--- src/hw/uart_cfg.svh ---
/* UART configuration
   tick divisor, oversampling, FIFO depths and register map */
`ifndef UART_CFG_SVH
`define UART_CFG_SVH

// ##################################################
// line timing
`define UART_CLK_DIV   4      // ref_clk cycles per sampling tick
`define UART_OVS_LOG2  3      // 2**3 = 8 ticks per bit

// ##################################################
// buffering
`define UART_RX_DEPTH  4
`define UART_TX_DEPTH  4

// ##################################################
// AXI4-Lite register offsets
`define UART_ADDR_DATA 4'h0
`define UART_ADDR_STAT 4'h4

`endif

--- src/hw/uart_pkg.sv ---
/* UART shared types
   FIFO entry layouts and AXI response codes */
package uart_pkg;

  // receive entry, frame_err lands on rdata[8] when read
  typedef struct packed {
    logic       frame_err;  // stop bit sampled high
    logic [7:0] data;
  } rx_entry_t;

  // transmit entry, byte as written to DATA
  typedef struct packed {
    logic [7:0] data;
  } tx_entry_t;

  // only the two codes this slave returns
  typedef enum logic [1:0] {
    RESP_OKAY   = 2'b00,
    RESP_SLVERR = 2'b10
  } axi_resp_t;

endpackage
--- src/hw/baud_tick_gen.sv ---
/* Baud tick generator
   one-cycle sampling enable at 8x the bit rate */
`timescale 1ns/10ps
`include "uart_cfg.svh"

module baud_tick_gen (
  input  logic ref_clk,
  input  logic reset,
  output logic samp_tick
);

  localparam int CNT_W = (`UART_CLK_DIV > 1) ? $clog2(`UART_CLK_DIV) : 1;

  logic [CNT_W-1:0] div_cnt;

  always_ff @(posedge ref_clk) begin
    if (reset) begin
      div_cnt   <= '0;
      samp_tick <= 1'b0;
    end else if (div_cnt == CNT_W'(`UART_CLK_DIV - 1)) begin
      div_cnt   <= '0;       // terminal count
      samp_tick <= 1'b1;
    end else begin
      div_cnt   <= div_cnt + 1'b1;
      samp_tick <= 1'b0;
    end
  end

  generate
    if (`UART_CLK_DIV > 1) begin : g_tick_chk
      a_tick_single: assert property (@(posedge ref_clk) disable iff (reset)
        samp_tick |=> !samp_tick);
    end
  endgenerate

endmodule

--- src/hw/byte_fifo.sv ---
/* Synchronous FIFO
   circular buffer for any entry type, head always on dout */
`timescale 1ns/10ps

module byte_fifo #(
  parameter type entry_t = logic [7:0],
  parameter int  DEPTH   = 4
) (
  input  logic   ref_clk,
  input  logic   reset,
  input  logic   push,
  input  entry_t din,
  output logic   full,
  input  logic   pop,
  output entry_t dout,
  output logic   empty
);

  localparam int PTR_W = (DEPTH > 1) ? $clog2(DEPTH) : 1;
  localparam int CNT_W = $clog2(DEPTH + 1);

  entry_t           mem [DEPTH];
  logic [PTR_W-1:0] wr_ptr;
  logic [PTR_W-1:0] rd_ptr;
  logic [CNT_W-1:0] count;
  logic             do_push;
  logic             do_pop;

  assign do_push = push && !full;
  assign do_pop  = pop && !empty;
  assign full    = (count == CNT_W'(DEPTH));
  assign empty   = (count == '0);
  assign dout    = mem[rd_ptr];   // show-ahead

  always_ff @(posedge ref_clk) begin
    if (reset) begin
      wr_ptr <= '0;
      rd_ptr <= '0;
      count  <= '0;
    end else begin
      if (do_push)
        wr_ptr <= (wr_ptr == PTR_W'(DEPTH - 1)) ? '0 : wr_ptr + 1'b1;
      if (do_pop)
        rd_ptr <= (rd_ptr == PTR_W'(DEPTH - 1)) ? '0 : rd_ptr + 1'b1;
      if (do_push && !do_pop)
        count <= count + 1'b1;
      else if (do_pop && !do_push)
        count <= count - 1'b1;
    end
  end

  always_ff @(posedge ref_clk) begin
    if (do_push) mem[wr_ptr] <= din;
  end

  a_no_overflow: assert property (@(posedge ref_clk) disable iff (reset)
    push |-> !full);
  a_no_underflow: assert property (@(posedge ref_clk) disable iff (reset)
    pop |-> !empty);

endmodule

--- src/hw/rs232_rx.sv ---
/* RS232 receiver
   oversampled start/data/stop FSM, line idles low, data inverted */
`timescale 1ns/10ps
`include "uart_cfg.svh"

module rs232_rx (
  input  logic       ref_clk,
  input  logic       reset,
  input  logic       samp_tick,
  input  logic       rxd,
  output logic [7:0] rx_data,
  output logic       rx_frame_err,
  output logic       rx_done,
  output logic       rx_busy
);
  import uart_pkg::*;

  localparam int PH_W     = `UART_OVS_LOG2;
  localparam int OVS_HALF = 1 << (`UART_OVS_LOG2 - 1);

  typedef enum logic [1:0] {
    S_IDLE,
    S_START,
    S_DATA,
    S_STOP
  } rx_state_t;

  rx_state_t       state;
  logic [2:0]      rxd_meta;   // two-flop synchronizer plus edge history
  logic            rxd_s;
  logic            rxd_rise;
  logic [PH_W-1:0] phase_cnt;
  logic [2:0]      bit_idx;
  logic            bit_tick;
  rx_entry_t       rx_word;

  always_ff @(posedge ref_clk) begin
    rxd_meta <= {rxd_meta[1:0], rxd};
  end

  assign rxd_s    = rxd_meta[1];
  assign rxd_rise = rxd_meta[1] && !rxd_meta[2];  // start edge

  // ##################################################
  // bit phase, restarted by the rising start edge
  always_ff @(posedge ref_clk) begin
    if (reset || state == S_IDLE)
      phase_cnt <= '0;
    else if (samp_tick)
      phase_cnt <= phase_cnt + 1'b1;   // wraps every bit period
  end

  assign bit_tick = samp_tick && (phase_cnt == PH_W'(OVS_HALF - 1));  // mid-bit

  // ##################################################
  // frame FSM
  always_ff @(posedge ref_clk) begin
    if (reset) begin
      state   <= S_IDLE;
      bit_idx <= '0;
      rx_done <= 1'b0;
    end else begin
      rx_done <= 1'b0;
      case (state)
        S_IDLE: begin
          bit_idx <= '0;
          if (rxd_rise) state <= S_START;
        end
        S_START: if (bit_tick) state <= rxd_s ? S_DATA : S_IDLE;  // glitch reject
        S_DATA: if (bit_tick) begin
          bit_idx <= bit_idx + 1'b1;
          if (bit_idx == 3'd7) state <= S_STOP;
        end
        S_STOP: if (bit_tick) begin
          rx_done <= 1'b1;
          state   <= S_IDLE;
        end
        default: state <= S_IDLE;
      endcase
    end
  end

  always_ff @(posedge ref_clk) begin
    if (bit_tick && state == S_DATA)
      rx_word.data <= {~rxd_s, rx_word.data[7:1]};  // lsb first, inverted
    if (bit_tick && state == S_STOP)
      rx_word.frame_err <= rxd_s;                   // stop must be low
  end

  assign rx_data      = rx_word.data;
  assign rx_frame_err = rx_word.frame_err;
  assign rx_busy      = (state != S_IDLE);

  a_done_on_tick: assert property (@(posedge ref_clk) disable iff (reset)
    rx_done |-> $past(samp_tick));

endmodule

--- src/hw/rs232_tx.sv ---
/* RS232 transmitter
   sends one 10-bit frame per FIFO entry, high start, low stop */
`timescale 1ns/10ps
`include "uart_cfg.svh"

module rs232_tx (
  input  logic                ref_clk,
  input  logic                reset,
  input  logic                samp_tick,
  input  logic                tx_empty,
  output logic                tx_pop,
  input  uart_pkg::tx_entry_t tx_byte,
  output logic                txd,
  output logic                tx_busy
);

  typedef enum logic {
    S_IDLE,
    S_SEND
  } tx_state_t;

  tx_state_t                 state;
  logic [9:0]                frame;     // stop, inverted data, start
  logic [`UART_OVS_LOG2-1:0] tick_cnt;
  logic [3:0]                bit_cnt;
  logic                      bit_end;

  // pop on a tick so every bit is exactly one full period
  assign tx_pop  = (state == S_IDLE) && !tx_empty && samp_tick;
  assign bit_end = samp_tick && (tick_cnt == '1);
  assign txd     = (state == S_SEND) && frame[0];  // idle low
  assign tx_busy = (state == S_SEND);

  // ##################################################
  // bit and tick counting
  always_ff @(posedge ref_clk) begin
    if (reset) begin
      state    <= S_IDLE;
      tick_cnt <= '0;
      bit_cnt  <= '0;
    end else begin
      case (state)
        S_IDLE: if (tx_pop) begin
          state    <= S_SEND;
          tick_cnt <= '0;
          bit_cnt  <= '0;
        end
        S_SEND: if (samp_tick) begin
          tick_cnt <= tick_cnt + 1'b1;
          if (bit_end) begin
            bit_cnt <= bit_cnt + 1'b1;
            if (bit_cnt == 4'd9) state <= S_IDLE;  // stop bit done
          end
        end
        default: state <= S_IDLE;
      endcase
    end
  end

  // frame shifter
  always_ff @(posedge ref_clk) begin
    if (tx_pop)
      frame <= {1'b0, ~tx_byte.data, 1'b1};
    else if (bit_end)
      frame <= {1'b0, frame[9:1]};
  end

endmodule

--- src/hw/uart_axil_regs.sv ---
/* AXI4-Lite register block
   DATA feeds the tx FIFO and drains the rx FIFO, STAT shows both sides */
`timescale 1ns/10ps
`include "uart_cfg.svh"

module uart_axil_regs (
  input  logic                ref_clk,
  input  logic                reset,
  input  logic [3:0]          awaddr,
  input  logic                awvalid,
  output logic                awready,
  input  logic [31:0]         wdata,
  input  logic                wvalid,
  output logic                wready,
  output uart_pkg::axi_resp_t bresp,
  output logic                bvalid,
  input  logic                bready,
  input  logic [3:0]          araddr,
  input  logic                arvalid,
  output logic                arready,
  output logic [31:0]         rdata,
  output uart_pkg::axi_resp_t rresp,
  output logic                rvalid,
  input  logic                rready,
  input  logic                rx_push_req,
  input  logic                rx_full,
  output logic                rx_pop,
  input  uart_pkg::rx_entry_t rx_head,
  input  logic                rx_empty,
  output logic                tx_push,
  output uart_pkg::tx_entry_t tx_din,
  input  logic                tx_full,
  input  logic                tx_busy
);
  import uart_pkg::*;

  logic        wr_go;
  logic        rd_go;
  logic        wr_data_sel;
  logic        rd_data_sel;
  logic        rd_stat_sel;
  logic        rx_overrun;    // sticky
  axi_resp_t   wr_resp;
  axi_resp_t   rd_resp;
  logic [31:0] rd_word;
  logic [31:0] stat_word;

  // ##################################################
  // write side
  assign wr_go       = awvalid && wvalid && !awready && !bvalid;
  assign wr_data_sel = (awaddr == `UART_ADDR_DATA);
  assign tx_push     = awready && wr_data_sel && !tx_full;  // full drops the byte
  assign tx_din      = tx_entry_t'(wdata[7:0]);

  always_comb begin
    if (wr_data_sel)
      wr_resp = tx_full ? RESP_SLVERR : RESP_OKAY;
    else if (awaddr == `UART_ADDR_STAT)
      wr_resp = RESP_OKAY;      // read-only, write ignored
    else
      wr_resp = RESP_SLVERR;
  end

  // ##################################################
  // read side
  assign rd_go       = arvalid && !arready && !rvalid;
  assign rd_data_sel = (araddr == `UART_ADDR_DATA);
  assign rd_stat_sel = (araddr == `UART_ADDR_STAT);
  assign rx_pop      = arready && rd_data_sel && !rx_empty;
  assign stat_word   = {28'd0, tx_busy, rx_overrun, tx_full, !rx_empty};

  always_comb begin
    rd_word = '0;
    rd_resp = RESP_SLVERR;
    if (rd_data_sel && !rx_empty) begin
      rd_word = {23'd0, rx_head};   // frame_err on bit 8
      rd_resp = RESP_OKAY;
    end else if (rd_stat_sel) begin
      rd_word = stat_word;
      rd_resp = RESP_OKAY;
    end
  end

  // ##################################################
  // handshakes
  always_ff @(posedge ref_clk) begin
    if (reset) begin
      awready <= 1'b0;
      wready  <= 1'b0;
      bvalid  <= 1'b0;
      arready <= 1'b0;
      rvalid  <= 1'b0;
    end else begin
      awready <= wr_go;            // single-cycle pulses
      wready  <= wr_go;
      arready <= rd_go;
      if (awready)
        bvalid <= 1'b1;
      else if (bready)
        bvalid <= 1'b0;
      if (arready)
        rvalid <= 1'b1;
      else if (rready)
        rvalid <= 1'b0;
    end
  end

  always_ff @(posedge ref_clk) begin
    if (awready) bresp <= wr_resp;
    if (arready) begin
      rdata <= rd_word;
      rresp <= rd_resp;
    end
  end

  // a new overrun in the clearing cycle wins
  always_ff @(posedge ref_clk) begin
    if (reset)
      rx_overrun <= 1'b0;
    else if (rx_push_req && rx_full)
      rx_overrun <= 1'b1;
    else if (arready && rd_stat_sel)
      rx_overrun <= 1'b0;
  end

  a_wr_no_overlap: assert property (@(posedge ref_clk) disable iff (reset)
    (awready || wready) |-> !bvalid);

endmodule

--- src/hw/uart_axil_top.sv ---
/* RS232 serial port with AXI4-Lite access
   tick generator, rx/tx engines, both FIFOs and the register block */
`timescale 1ns/10ps
`include "uart_cfg.svh"

module uart_axil_top (
  input  logic                ref_clk,
  input  logic                reset,
  input  logic [3:0]          awaddr,
  input  logic                awvalid,
  output logic                awready,
  input  logic [31:0]         wdata,
  input  logic                wvalid,
  output logic                wready,
  output uart_pkg::axi_resp_t bresp,
  output logic                bvalid,
  input  logic                bready,
  input  logic [3:0]          araddr,
  input  logic                arvalid,
  output logic                arready,
  output logic [31:0]         rdata,
  output uart_pkg::axi_resp_t rresp,
  output logic                rvalid,
  input  logic                rready,
  input  logic                rxd,
  output logic                txd
);
  import uart_pkg::*;

  logic       samp_tick;
  logic [7:0] rx_data;
  logic       rx_frame_err;
  logic       rx_done;
  logic       rx_push;
  logic       rx_full;
  logic       rx_pop;
  logic       rx_empty;
  rx_entry_t  rx_din;
  rx_entry_t  rx_head;
  logic       tx_push;
  logic       tx_full;
  logic       tx_pop;
  logic       tx_empty;
  logic       tx_busy;
  tx_entry_t  tx_din;
  tx_entry_t  tx_byte;

  assign rx_din  = '{frame_err: rx_frame_err, data: rx_data};
  assign rx_push = rx_done && !rx_full;   // frame dropped on overrun

  baud_tick_gen u_baud_tick_gen (
    .ref_clk   (ref_clk),
    .reset     (reset),
    .samp_tick (samp_tick)
  );

  // ##################################################
  // receive path
  rs232_rx u_rs232_rx (
    .ref_clk      (ref_clk),
    .reset        (reset),
    .samp_tick    (samp_tick),
    .rxd          (rxd),
    .rx_data      (rx_data),
    .rx_frame_err (rx_frame_err),
    .rx_done      (rx_done),
    .rx_busy      ()
  );

  byte_fifo #(.entry_t(rx_entry_t), .DEPTH(`UART_RX_DEPTH)) u_rx_fifo (
    .ref_clk (ref_clk),
    .reset   (reset),
    .push    (rx_push),
    .din     (rx_din),
    .full    (rx_full),
    .pop     (rx_pop),
    .dout    (rx_head),
    .empty   (rx_empty)
  );

  // ##################################################
  // transmit path
  byte_fifo #(.entry_t(tx_entry_t), .DEPTH(`UART_TX_DEPTH)) u_tx_fifo (
    .ref_clk (ref_clk),
    .reset   (reset),
    .push    (tx_push),
    .din     (tx_din),
    .full    (tx_full),
    .pop     (tx_pop),
    .dout    (tx_byte),
    .empty   (tx_empty)
  );

  rs232_tx u_rs232_tx (
    .ref_clk   (ref_clk),
    .reset     (reset),
    .samp_tick (samp_tick),
    .tx_empty  (tx_empty),
    .tx_pop    (tx_pop),
    .tx_byte   (tx_byte),
    .txd       (txd),
    .tx_busy   (tx_busy)
  );

  // bus ports and FIFO nets share names with the slave
  uart_axil_regs u_uart_axil_regs (
    .rx_push_req (rx_done),
    .*
  );

endmodule

--- config.mk ---
export PLATFORM = sky130hd
export DESIGN_NAME = uart_axil_top
export DESIGN_NICKNAME = d
export VERILOG_FILES = /design/src/hw/uart_pkg.sv /design/src/hw/baud_tick_gen.sv /design/src/hw/byte_fifo.sv /design/src/hw/rs232_rx.sv /design/src/hw/rs232_tx.sv /design/src/hw/uart_axil_regs.sv /design/src/hw/uart_axil_top.sv
export VERILOG_INCLUDE_DIRS = /design/src /design/src/hw
export SDC_FILE = /design/constraint.sdc
export NUM_CORES = 1
export LEC_CHECK = 0
export BUFFER_PORTS_ARGS = -buffer_cell sky130_fd_sc_hd__buf_4
export CAP_MARGIN = 20
export CORE_AREA = 2 2 136 138
export CTS_BUF_LIST = sky130_fd_sc_hd__clkbuf_4 sky130_fd_sc_hd__clkbuf_8
export DETAILED_ROUTE_END_ITERATION = 16
export DIE_AREA = 0 0 138 140
export PLACE_DENSITY = 0.51
export SLEW_MARGIN = 5
export SYNTH_ARGS = -nofsm -noshare
export SYNTH_HDL_FRONTEND = slang
export SYNTH_HIERARCHICAL = 1
export SYNTH_SLANG_ARGS = --single-unit
--- constraint.sdc ---
create_clock -name ref_clk -period 4.4 [get_ports ref_clk]
set_clock_uncertainty 0.2 [all_clocks]
set_input_delay 0.22 -clock ref_clk [delete_from_list [all_inputs] [get_ports ref_clk]]
set_output_delay 0.22 -clock ref_clk [all_outputs]
set_load 0.03 [all_outputs]
==> flow_summary.json, run 1 <==
{
  "worst-setup-path-type": "flop to flop",
  "cts_buffers": 17,
  "crit_fanout": 7,
  "root_buffer": "clkbuf_8",
  "start_kind": "flop",
  "drt_pass1_iterations": 4,
  "die_h_um": 140,
  "clkLatencyLatePin_ns": 0.44,
  "synth_common_cells": "edfxtp_1, dfxtp_1, buf_4, ha_1, nand3_1",
  "dieArea_um2": 19300,
  "synth_most_common_cell": "edfxtp_1",
  "antenna_found_initial": 0,
  "diodes": 0,
  "cts_max_level": 4,
  "cts_tree": "built",
  "drc": 0,
  "max_clock_freq_ghz": 0.275,
  "avgRoutedWirePerCell_um": 14.3,
  "period_share_pct": 82.6,
  "status": "complete, no violations",
  "ys_types": 63,
  "power_density_nw_per_um2": 355,
  "async_reset_ff_share_pct": 0,
  "ir_worst_vdd_v": 0.000175,
  "post_dp_cell_area_um2": 6460,
  "cp.arrival_ns": 3.81,
  "nets": 549,
  "synthToLayoutAreaGrowth_pct": 14.5,
  "r2r-start": "u_tx_fifo/count[0]",
  "yosys_register_bits": 143,
  "hold_violations": 0,
  "finalPower_mw": 2.49,
  "grt_util_all_layers_pct": 11.3,
  "fin_tns_setup_ns": 0,
  "worst_pin_slew_ns": 0.929,
  "final_area_um2": 7030,
  "globalplace.congestion": 0.664,
  "leakage_nw": 2.51,
  "synth.cell_area_um2": 6140,
  "rows": 49,
  "yosysWarnings": 6,
  "hp-start": "reset",
  "fillers": 1689,
  "slowest_stage": "nor4_1",
  "endpoint_kind": "flop",
  "cts_resized": 0,
  "synth_flop_cell": "edfxtp_1",
  "layout-drive-gt1-share_pct": 26.7,
  "multiInputGateArea_um2": 1940,
  "rsz0062_at_grt": "false",
  "cts_max_path_buffers": 2,
  "seqCellArea_um2": 3820,
  "vias": 3357,
  "syn_area_per_cell_um2": 14.5,
  "grt_start_max_net_pins": 44,
  "synth_edf_count": 96,
  "seq_area_frac_synth_pct": 62.3,
  "coreArea_um2": 17800,
  "drtIter0Drc": 225,
  "path_cells": "or3b_1 > clkinv_4 > nor4_1 > inv_1 > nor2_2 > ha_1 > inv_1 > fa_1 > xor2_1 > or3_2 > a21oi_1",
  "slowest_delay_ns": 0.81,
  "grt_pass1_vias": 3368,
  "finalCriticalPeriod_ns": 3.63,
  "synth_top_area_share_pct": 47.0,
  "path_common_cell": "inv_1",
  "maxSlewHeadroom_pct": 37.5,
  "yosysTopAreaCell": "edfxtp_1",
  "cp_num_buf_inv": 3,
  "max_cap_violations": 0,
  "design.portCount": 90,
  "slew_violations": 0,
  "grt_pass1_wl_um": 17100,
  "final-setup-viol-count": 0,
  "numClockSinks": 143,
  "port_buffers": 40,
  "min_path_type": "input port to flop",
  "dpl.hpwl_um": 6720,
  "syn_inst": 424,
  "die_w_um": 138,
  "overflow": 0,
  "ant_nets": 0,
  "cp-startpoint": "u_tx_fifo/count[0]",
  "via_per_inst": 4.66,
  "path_clk_slew_ns": 0.08,
  "final_util_pct": 39.5,
  "routed_wl_um": 10300,
  "cp.required_ns": 4.58,
  "synthTopCellsByArea": "edfxtp_1, dfxtp_1, mux4_2",
  "crit_family": "simple AND/OR/NAND/NOR gates",
  "initial_core_util_pct": 34.5
}
through the flow:
stage               hold slack (ns)  setup WS, ns  instances
floorplan                    0.0477          1.31        448
global placement              0.124         0.923        667
detailed placement            0.126         0.849        667
CTS                          0.0131         0.804        720
global route                 0.0356         0.498        720
finish                       0.0294         0.766        720
cells by family after synthesis:
logic type	after synthesis	synth area share, %
AO/OA/AOI/OAI	49	5.73
buffers and inverters	72	7.64
flip-flops	143	62.3
other	1	0.0611
multiplexers	25	7.54
XOR/XNOR	5	0.713
AND/OR/NAND/NOR	106	11.1
adder cells (fa/ha/maj)	23	4.93
flip-flops by register name (all words and copies together) (netlist names), 3 cells and up, named ones only:
register                cells
u_rs232_tx/frame            9
u_tx_fifo/mem              32
u_rs232_rx/rx_data          8
u_rx_fifo/mem              36
u_rs232_tx/tick_cnt         3
u_rs232_tx/bit_cnt          4
u_rs232_rx/phase_cnt        3
u_tx_fifo/count             3
u_uart_axil_regs/rdata      9
u_rs232_rx/bit_idx          3
u_rx_fifo/count             3
u_rs232_rx/rxd_meta         3
timing repair:
| item | in CTS | in global routing |
|---|---|---|
| hold buffers | 21 | 0 |
| setup buffers | 0 | 0 |
| hold endpoints to repair | 42 | 0 |
| setup endpoints to repair | 0 | 0 |
layout by cell type, fill, tap and decap left out, types with 17 or more instances in the layout:
cell type,n
dlygate4sd3_1,21
edfxtp_1,96
conb_1,25
buf_4,40
ha_1,21
nand3_1,18
clkbuf_8,17
a21oi_1,17
mux4_2,17
dfxtp_1,47
power breakdown:
| part | internal [mW] | total (mW) | switching [mW] |
|---|---|---|---|
| clock | 0.404 | 0.939 | 0.534 |
| sequential | 1.43 | 1.44 | 0.0105 |
| combinational | 0.0417 | 0.111 | 0.0693 |
| total | 1.88 | 2.49 | 0.614 |
final cells by class:
class	count	area share, %
inverters	22	1.62
well taps	229	4.08
flip-flops and latches	143	54.4
repair buffers	61	7.26
clock inverters	15	1.78
clock buffers	17	3.33
multi-input cells	233	27.5
per-layer routing:
layer	share of wire [%]	global-route usage, %	up-vias
met5	0	0	-
met4	1.6	4.03	0
met3	4.3	3.97	14
met2	48	18.3	72
met1	46	14.1	1647
li1	-	-	1624
worst paths after layout:
check | cells past startpoint | endpoint | slack, ns
worst max-delay path | 11 | u_tx_fifo/count[2] | 0.77
worst min-delay path | 2 | u_tx_fifo/count[1] | 0.03
worst max register to register | 11 | u_tx_fifo/count[2] | 0.77
worst min register to register | 0 | u_rs232_rx/rxd_meta[1] | 0.15
(Power assumes the default switching activity.)
==> run 2: changes to the inputs <==
Clock period 4.4 ns to 3.4 ns, I/O delays scaled along.
==> flow_summary.json, run 2 (synthesis gave the netlist of run 1 again) <==
{
  "start_kind": "flop",
  "routed_wl_um": 10700,
  "globalplace.congestion": 0.713,
  "worst_pin_slew_ns": 0.664,
  "fin_tns_setup_ns": 0,
  "cp.arrival_ns": 3.33,
  "rsz0062_at_grt": "false",
  "diodes": 0,
  "slowest_delay_ns": 0.45,
  "hold_depth": 3,
  "final_util_pct": 40.3,
  "cts_tree": "built",
  "drtIter0Drc": 159,
  "coreArea_um2": 17800,
  "period_share_pct": 93.0,
  "path_common_cell": "inv_1",
  "regToRegSetupSlack_ns": 0.24,
  "avgRoutedWirePerCell_um": 14.8,
  "clkLatencyLatePin_ns": 0.44,
  "die_h_um": 140,
  "cts_max_path_buffers": 2,
  "path_clk_slew_ns": 0.08,
  "dieArea_um2": 19300,
  "final-setup-viol-count": 0,
  "wl_met1_um": 5170,
  "power_density_nw_per_um2": 485,
  "status": "complete, no violations",
  "overflow": 0,
  "leakage_nw": 2.60,
  "cts_buffers": 17,
  "design.portCount": 90,
  "via_per_inst": 4.69,
  "hp-start": "araddr[3]",
  "layout_commonest_cell": "edfxtp_1",
  "antenna_found_initial": 0,
  "largest_register_ffs": 36,
  "met2_length_um": 4930,
  "top_register": "u_rx_fifo/mem",
  "vias": 3411,
  "ir_worst_vdd_v": 0.000256,
  "finalCriticalPeriod_ns": 3.16,
  "cts_resized": 0,
  "r2r-start": "u_tx_fifo/count[0]",
  "finalPower_mw": 3.47,
  "root_buffer": "clkbuf_8",
  "max_clock_freq_ghz": 0.316,
  "slew_violations": 0,
  "grt_start_max_net_pins": 44,
  "drc": 0,
  "numClockSinks": 143,
  "min_to": "u_uart_axil_regs/rdata[4]",
  "maxSlewHeadroom_pct": 55.7,
  "r2r_end": "u_tx_fifo/count[2]",
  "initial_core_util_pct": 34.5,
  "dpl.hpwl_um": 6970,
  "hold_violations": 0,
  "worst-setup-path-type": "flop to flop",
  "crit_family": "simple AND/OR/NAND/NOR gates",
  "post_dp_cell_area_um2": 6490,
  "final_area_um2": 7170,
  "reg.largest.list": "u_rx_fifo/mem (36), u_tx_fifo/mem (32)",
  "drt_pass1_iterations": 4,
  "highest_layer": "met4",
  "cp.required_ns": 3.56,
  "wl_met3_um": 446,
  "grt_pass1_wl_um": 17700,
  "crit_fanout": 7,
  "nets": 556,
  "port_buffers": 40,
  "cts_max_level": 4,
  "cp_num_buf_inv": 3,
  "min_path_type": "input port to flop",
  "final_cell_mix": "edfxtp_1, dfxtp_1, buf_4, conb_1, dlygate4sd3_1",
  "path_cells": "or3b_1 > clkinv_4 > nor4_1 > inv_1 > nor2_2 > ha_1 > inv_1 > fa_1 > xor2_1 > or3_2 > a21oi_1",
  "rows": 49,
  "layout-drive-gt1-share_pct": 26.9,
  "slowest_stage": "dfxtp_1",
  "reg2reg_depth": 11,
  "die_w_um": 138,
  "ant_nets": 0,
  "grt_pass1_vias": 3465,
  "grt_util_all_layers_pct": 11.7,
  "max_cap_violations": 0,
  "synthToLayoutAreaGrowth_pct": 16.8,
  "endpoint_kind": "flop"
}
## run 2: area by class of cell
| type | count | area [um2] |
|---|---|---|
| well taps | 229 | 287 |
| flip-flops and latches | 143 | 3820 |
| repair buffers | 68 | 571 |
| multi-input cells | 233 | 1940 |
| fillers | 1663 | 10600 |
| clock inverters | 13 | 188 |
| inverters | 22 | 114 |
| clock buffers | 19 | 249 |
## run 2: power by group
part	internal (mW)	switching, mW
clock network	0.818	0.642
registers	1.85	0.00796
logic	0.0573	0.0958
total	2.73	0.746
## run 2: metal layers
metal  track usage (%)  vias up
met5                 0        -
met4              4.51        0
met3              3.66       12
li1                  -     1630
met2              17.8       81
met1              15.6     1688
## run 2: worst max path at each step
| stage | from | end | slack [ns] | depth (start not counted) |
|---|---|---|---|---|
| 6_report | u_tx_fifo/count[0] | u_tx_fifo/count[2] | 0.24 | 11 |
| 3_3_place_gp | u_tx_fifo/count[0] | u_tx_fifo/count[2] | 0.30 | 11 |
| 4_1_cts | u_tx_fifo/count[0] | u_tx_fifo/count[2] | 0.21 | 11 |
| 2_1_floorplan | u_tx_fifo/count[0] | u_tx_fifo/count[2] | 0.31 | 12 |
| 3_5_place_dp | u_tx_fifo/count[0] | u_tx_fifo/count[2] | 0.26 | 11 |
| 5_1_grt | u_tx_fifo/count[0] | u_tx_fifo/count[2] | 0.02 | 11 |
## run 2: through the flow
step	worst slack, ns	instances	hold slack, ns
after CTS	0.213	727	0.00355
after global routing	0.0168	727	0.0241
after global placement	0.304	671	0.0768
after detailed placement	0.261	671	0.0764
after floorplan	0.313	448	-0.00228
final	0.237	727	0.0520
## run 2: repair_timing
action / CTS / global route
setup buffers: 0 / 0
hold buffers: 24 / 0
hold endpoints to repair: 61 / 0
## run 2: worst min-delay path, cell delays in order
cell and delay (ns):
buf_4 0.11, nor4_4 0.07, and3_1 0.18
==> run 3: changes to the inputs <==
Settings changed: ABC_AREA set to 1, CORE_AREA 2 2 136 138 to 2 2 137 139, DIE_AREA 0 0 138 140 to 0 0 139 141.
==> flow_summary.json, run 3 <==
{
  "status": "complete, no violations",
  "async_reset_ff_share_pct": 0,
  "worst-setup-path-type": "input port to flop",
  "min_path_type": "input port to flop",
  "slew_violations": 0,
  "finalNonFillerCells": 910,
  "yosysWarnings": 6,
  "drt_pass1_iterations": 6,
  "max_clock_freq_ghz": 0.344,
  "design.portCount": 90,
  "final_area_um2": 7340,
  "endpoint_kind": "flop",
  "grt_pass1_vias": 4117,
  "dpl.hpwl_um": 7660,
  "period_share_pct": 85.6,
  "cts_hold_buf": 31,
  "cts_buffers": 17,
  "power_density_nw_per_um2": 454,
  "reg2reg_depth": 12,
  "yosysTopAreaCell": "edfxtp_1",
  "crit_fanout": 7,
  "final-setup-viol-count": 0,
  "max_cap_violations": 0,
  "dp_cells": 847,
  "worst_pin_slew_ns": 0.826,
  "path_cells": "dlygate4sd3_1 > buf_4 > nor2_1 > dlygate4sd3_1 > nand2_1 > nor4_1 > nand2_2 > inv_1 > ha_1 > inv_1 > fa_1 > o21ai_0 > nor2_1",
  "diodes": 0,
  "synth_flop_cell": "edfxtp_1",
  "regToRegSetupSlack_ns": 0.77,
  "overflow": 0,
  "slowest_delay_ns": 0.57,
  "numClockSinks": 143,
  "cp.required_ns": 3.53,
  "fillers": 1770,
  "maxSlewHeadroom_pct": 44.7,
  "grt_pass1_wl_um": 19000,
  "hold_depth": 4,
  "ir_worst_vdd_v": 0.000331,
  "initial_core_util_pct": 34.2,
  "rows": 50,
  "ant_nets": 0,
  "synth.cell_area_um2": 6260,
  "drc": 0,
  "dieArea_um2": 19600,
  "synth_common_cells": "edfxtp_1, nor2_1, inv_1, nand2_1, dfxtp_1",
  "grt_start_max_net_pins": 24,
  "top_register": "u_rx_fifo/mem",
  "cp.arrival_ns": 3.04,
  "clkLatencyLatePin_ns": 0.44,
  "rsz0062_at_grt": "false",
  "seqCellArea_um2": 3820,
  "synth_most_common_cell": "edfxtp_1",
  "synthToLayoutAreaGrowth_pct": 17.4,
  "grt_util_all_layers_pct": 12.3,
  "ys_types": 37,
  "via_per_inst": 4.46,
  "syn_inst": 583,
  "post_dp_cell_area_um2": 6650,
  "synth_edf_count": 96,
  "slowest_stage": "dlygate4sd3_1",
  "nets": 734,
  "hold_violations": 0,
  "layout-drive-gt1-share_pct": 17.2,
  "final_cell_mix": "edfxtp_1, nor2_1, inv_1, nand2_1, buf_4",
  "start_kind": "input port",
  "seq_area_frac_synth_pct": 61.1,
  "synthTopCellsByArea": "edfxtp_1, dfxtp_1, nor2_1",
  "yosys_register_bits": 143,
  "die_h_um": 141,
  "routed_wl_um": 11500,
  "leakage_nw": 2.98,
  "largest_register_ffs": 36,
  "cts_tree": "built",
  "die_w_um": 139,
  "synth_top_area_share_pct": 46.1,
  "cts_max_level": 4,
  "root_buffer": "clkbuf_8",
  "fin_tns_setup_ns": 0,
  "port_buffers": 40,
  "reg.largest.list": "u_rx_fifo/mem (36), u_tx_fifo/mem (32)",
  "drtIter0Drc": 159,
  "vias": 4063,
  "cts_resized": 0,
  "path_clk_slew_ns": 0.08,
  "cts_max_path_buffers": 2,
  "antenna_found_initial": 0,
  "finalCriticalPeriod_ns": 2.91,
  "avgRoutedWirePerCell_um": 12.7,
  "coreArea_um2": 18300,
  "globalplace.congestion": 0.734,
  "syn_area_per_cell_um2": 10.7,
  "multiInputGateArea_um2": 1880,
  "post_cts_buffers": 0,
  "finalPower_mw": 3.33,
  "hold_ws_ns": 0.0734,
  "layout_commonest_cell": "edfxtp_1"
}
run 3: cell types whose count changed in the layout (fill, tap and decap cells not counted), sizes merged, moves of 7 or more:
cell and delta:
nor2 +87, o21ai +35, inv +55, nand2 +54
or3 -8, mux4 -17, dlygate4sd3 +7, mux2i -8
o22ai +18, and3 -14
run 3: final timing paths:
kind,startpoint,endpoint
hold reg to reg,u_rs232_rx/rxd_meta[0],u_rs232_rx/rxd_meta[1]
setup reg to reg,u_rx_fifo/count[0],u_rx_fifo/count[1]
setup / recovery,awaddr[0],u_tx_fifo/count[1]
hold / removal,araddr[1],u_uart_axil_regs/rdata[4]
run 3: logic make-up (layout without fill, tap and decap cells):
family	count (synthesis)	count (layout)	share of synthesized area, %
fa+ha+maj	23	23	4.84
buf+inv	116	185	10.2
xor+xnor	3	3	0.420
flops	143	143	61.1
simple gates	205	205	15.1
other cells	1	25	0.0599
compound gates	92	92	8.24
run 3: cell type report:
class                           instances  area share, %
Sequential cell                       143           52.1
Multi-Input combinational cell        348           25.6
Inverter                               74           3.88
Clock buffer                           19           3.39
Tap cell                              234           3.99
Timing Repair Buffer                   79           9.13
Clock inverter                         13           1.89
run 3: per-layer routing:
| layer | wire (um) | track usage (%) | up-vias |
|---|---|---|---|
| li1 | - | - | 2059 |
| met1 | 4990 | 13.4 | 1928 |
| met2 | 6010 | 22.3 | 68 |
| met3 | 412 | 3.87 | 8 |
| met4 | 135 | 5.00 | 0 |
| met5 | 0 | 0 | - |
run 3: report_power, final:
group	switching [mW]	total, mW	leakage [nW]	internal [mW]
Combinational	0.0990	0.160	1.53	0.0610
Clock	0.640	1.31	0.197	0.669
Sequential	0.00860	1.86	1.26	1.85
Total	0.748	3.33	2.98	2.58
run 3: worst max-delay path: cells and delay by family:
kind / cells / cell delay (ns)
simple gates: 5 / 0.66
compound gates: 1 / 0.21
fa+ha+maj: 2 / 0.60
buf+inv: 5 / 1.40
run 3: per-stage QoR:
stage | setup WS [ns] | util [%]
2_1_floorplan | 0.885 | -
6_report | 0.489 | 40.2
3_3_place_gp | 0.755 | 36.4
3_5_place_dp | 0.667 | 36.4
5_1_grt | 0.244 | 40.2
4_1_cts | 0.500 | 40.2
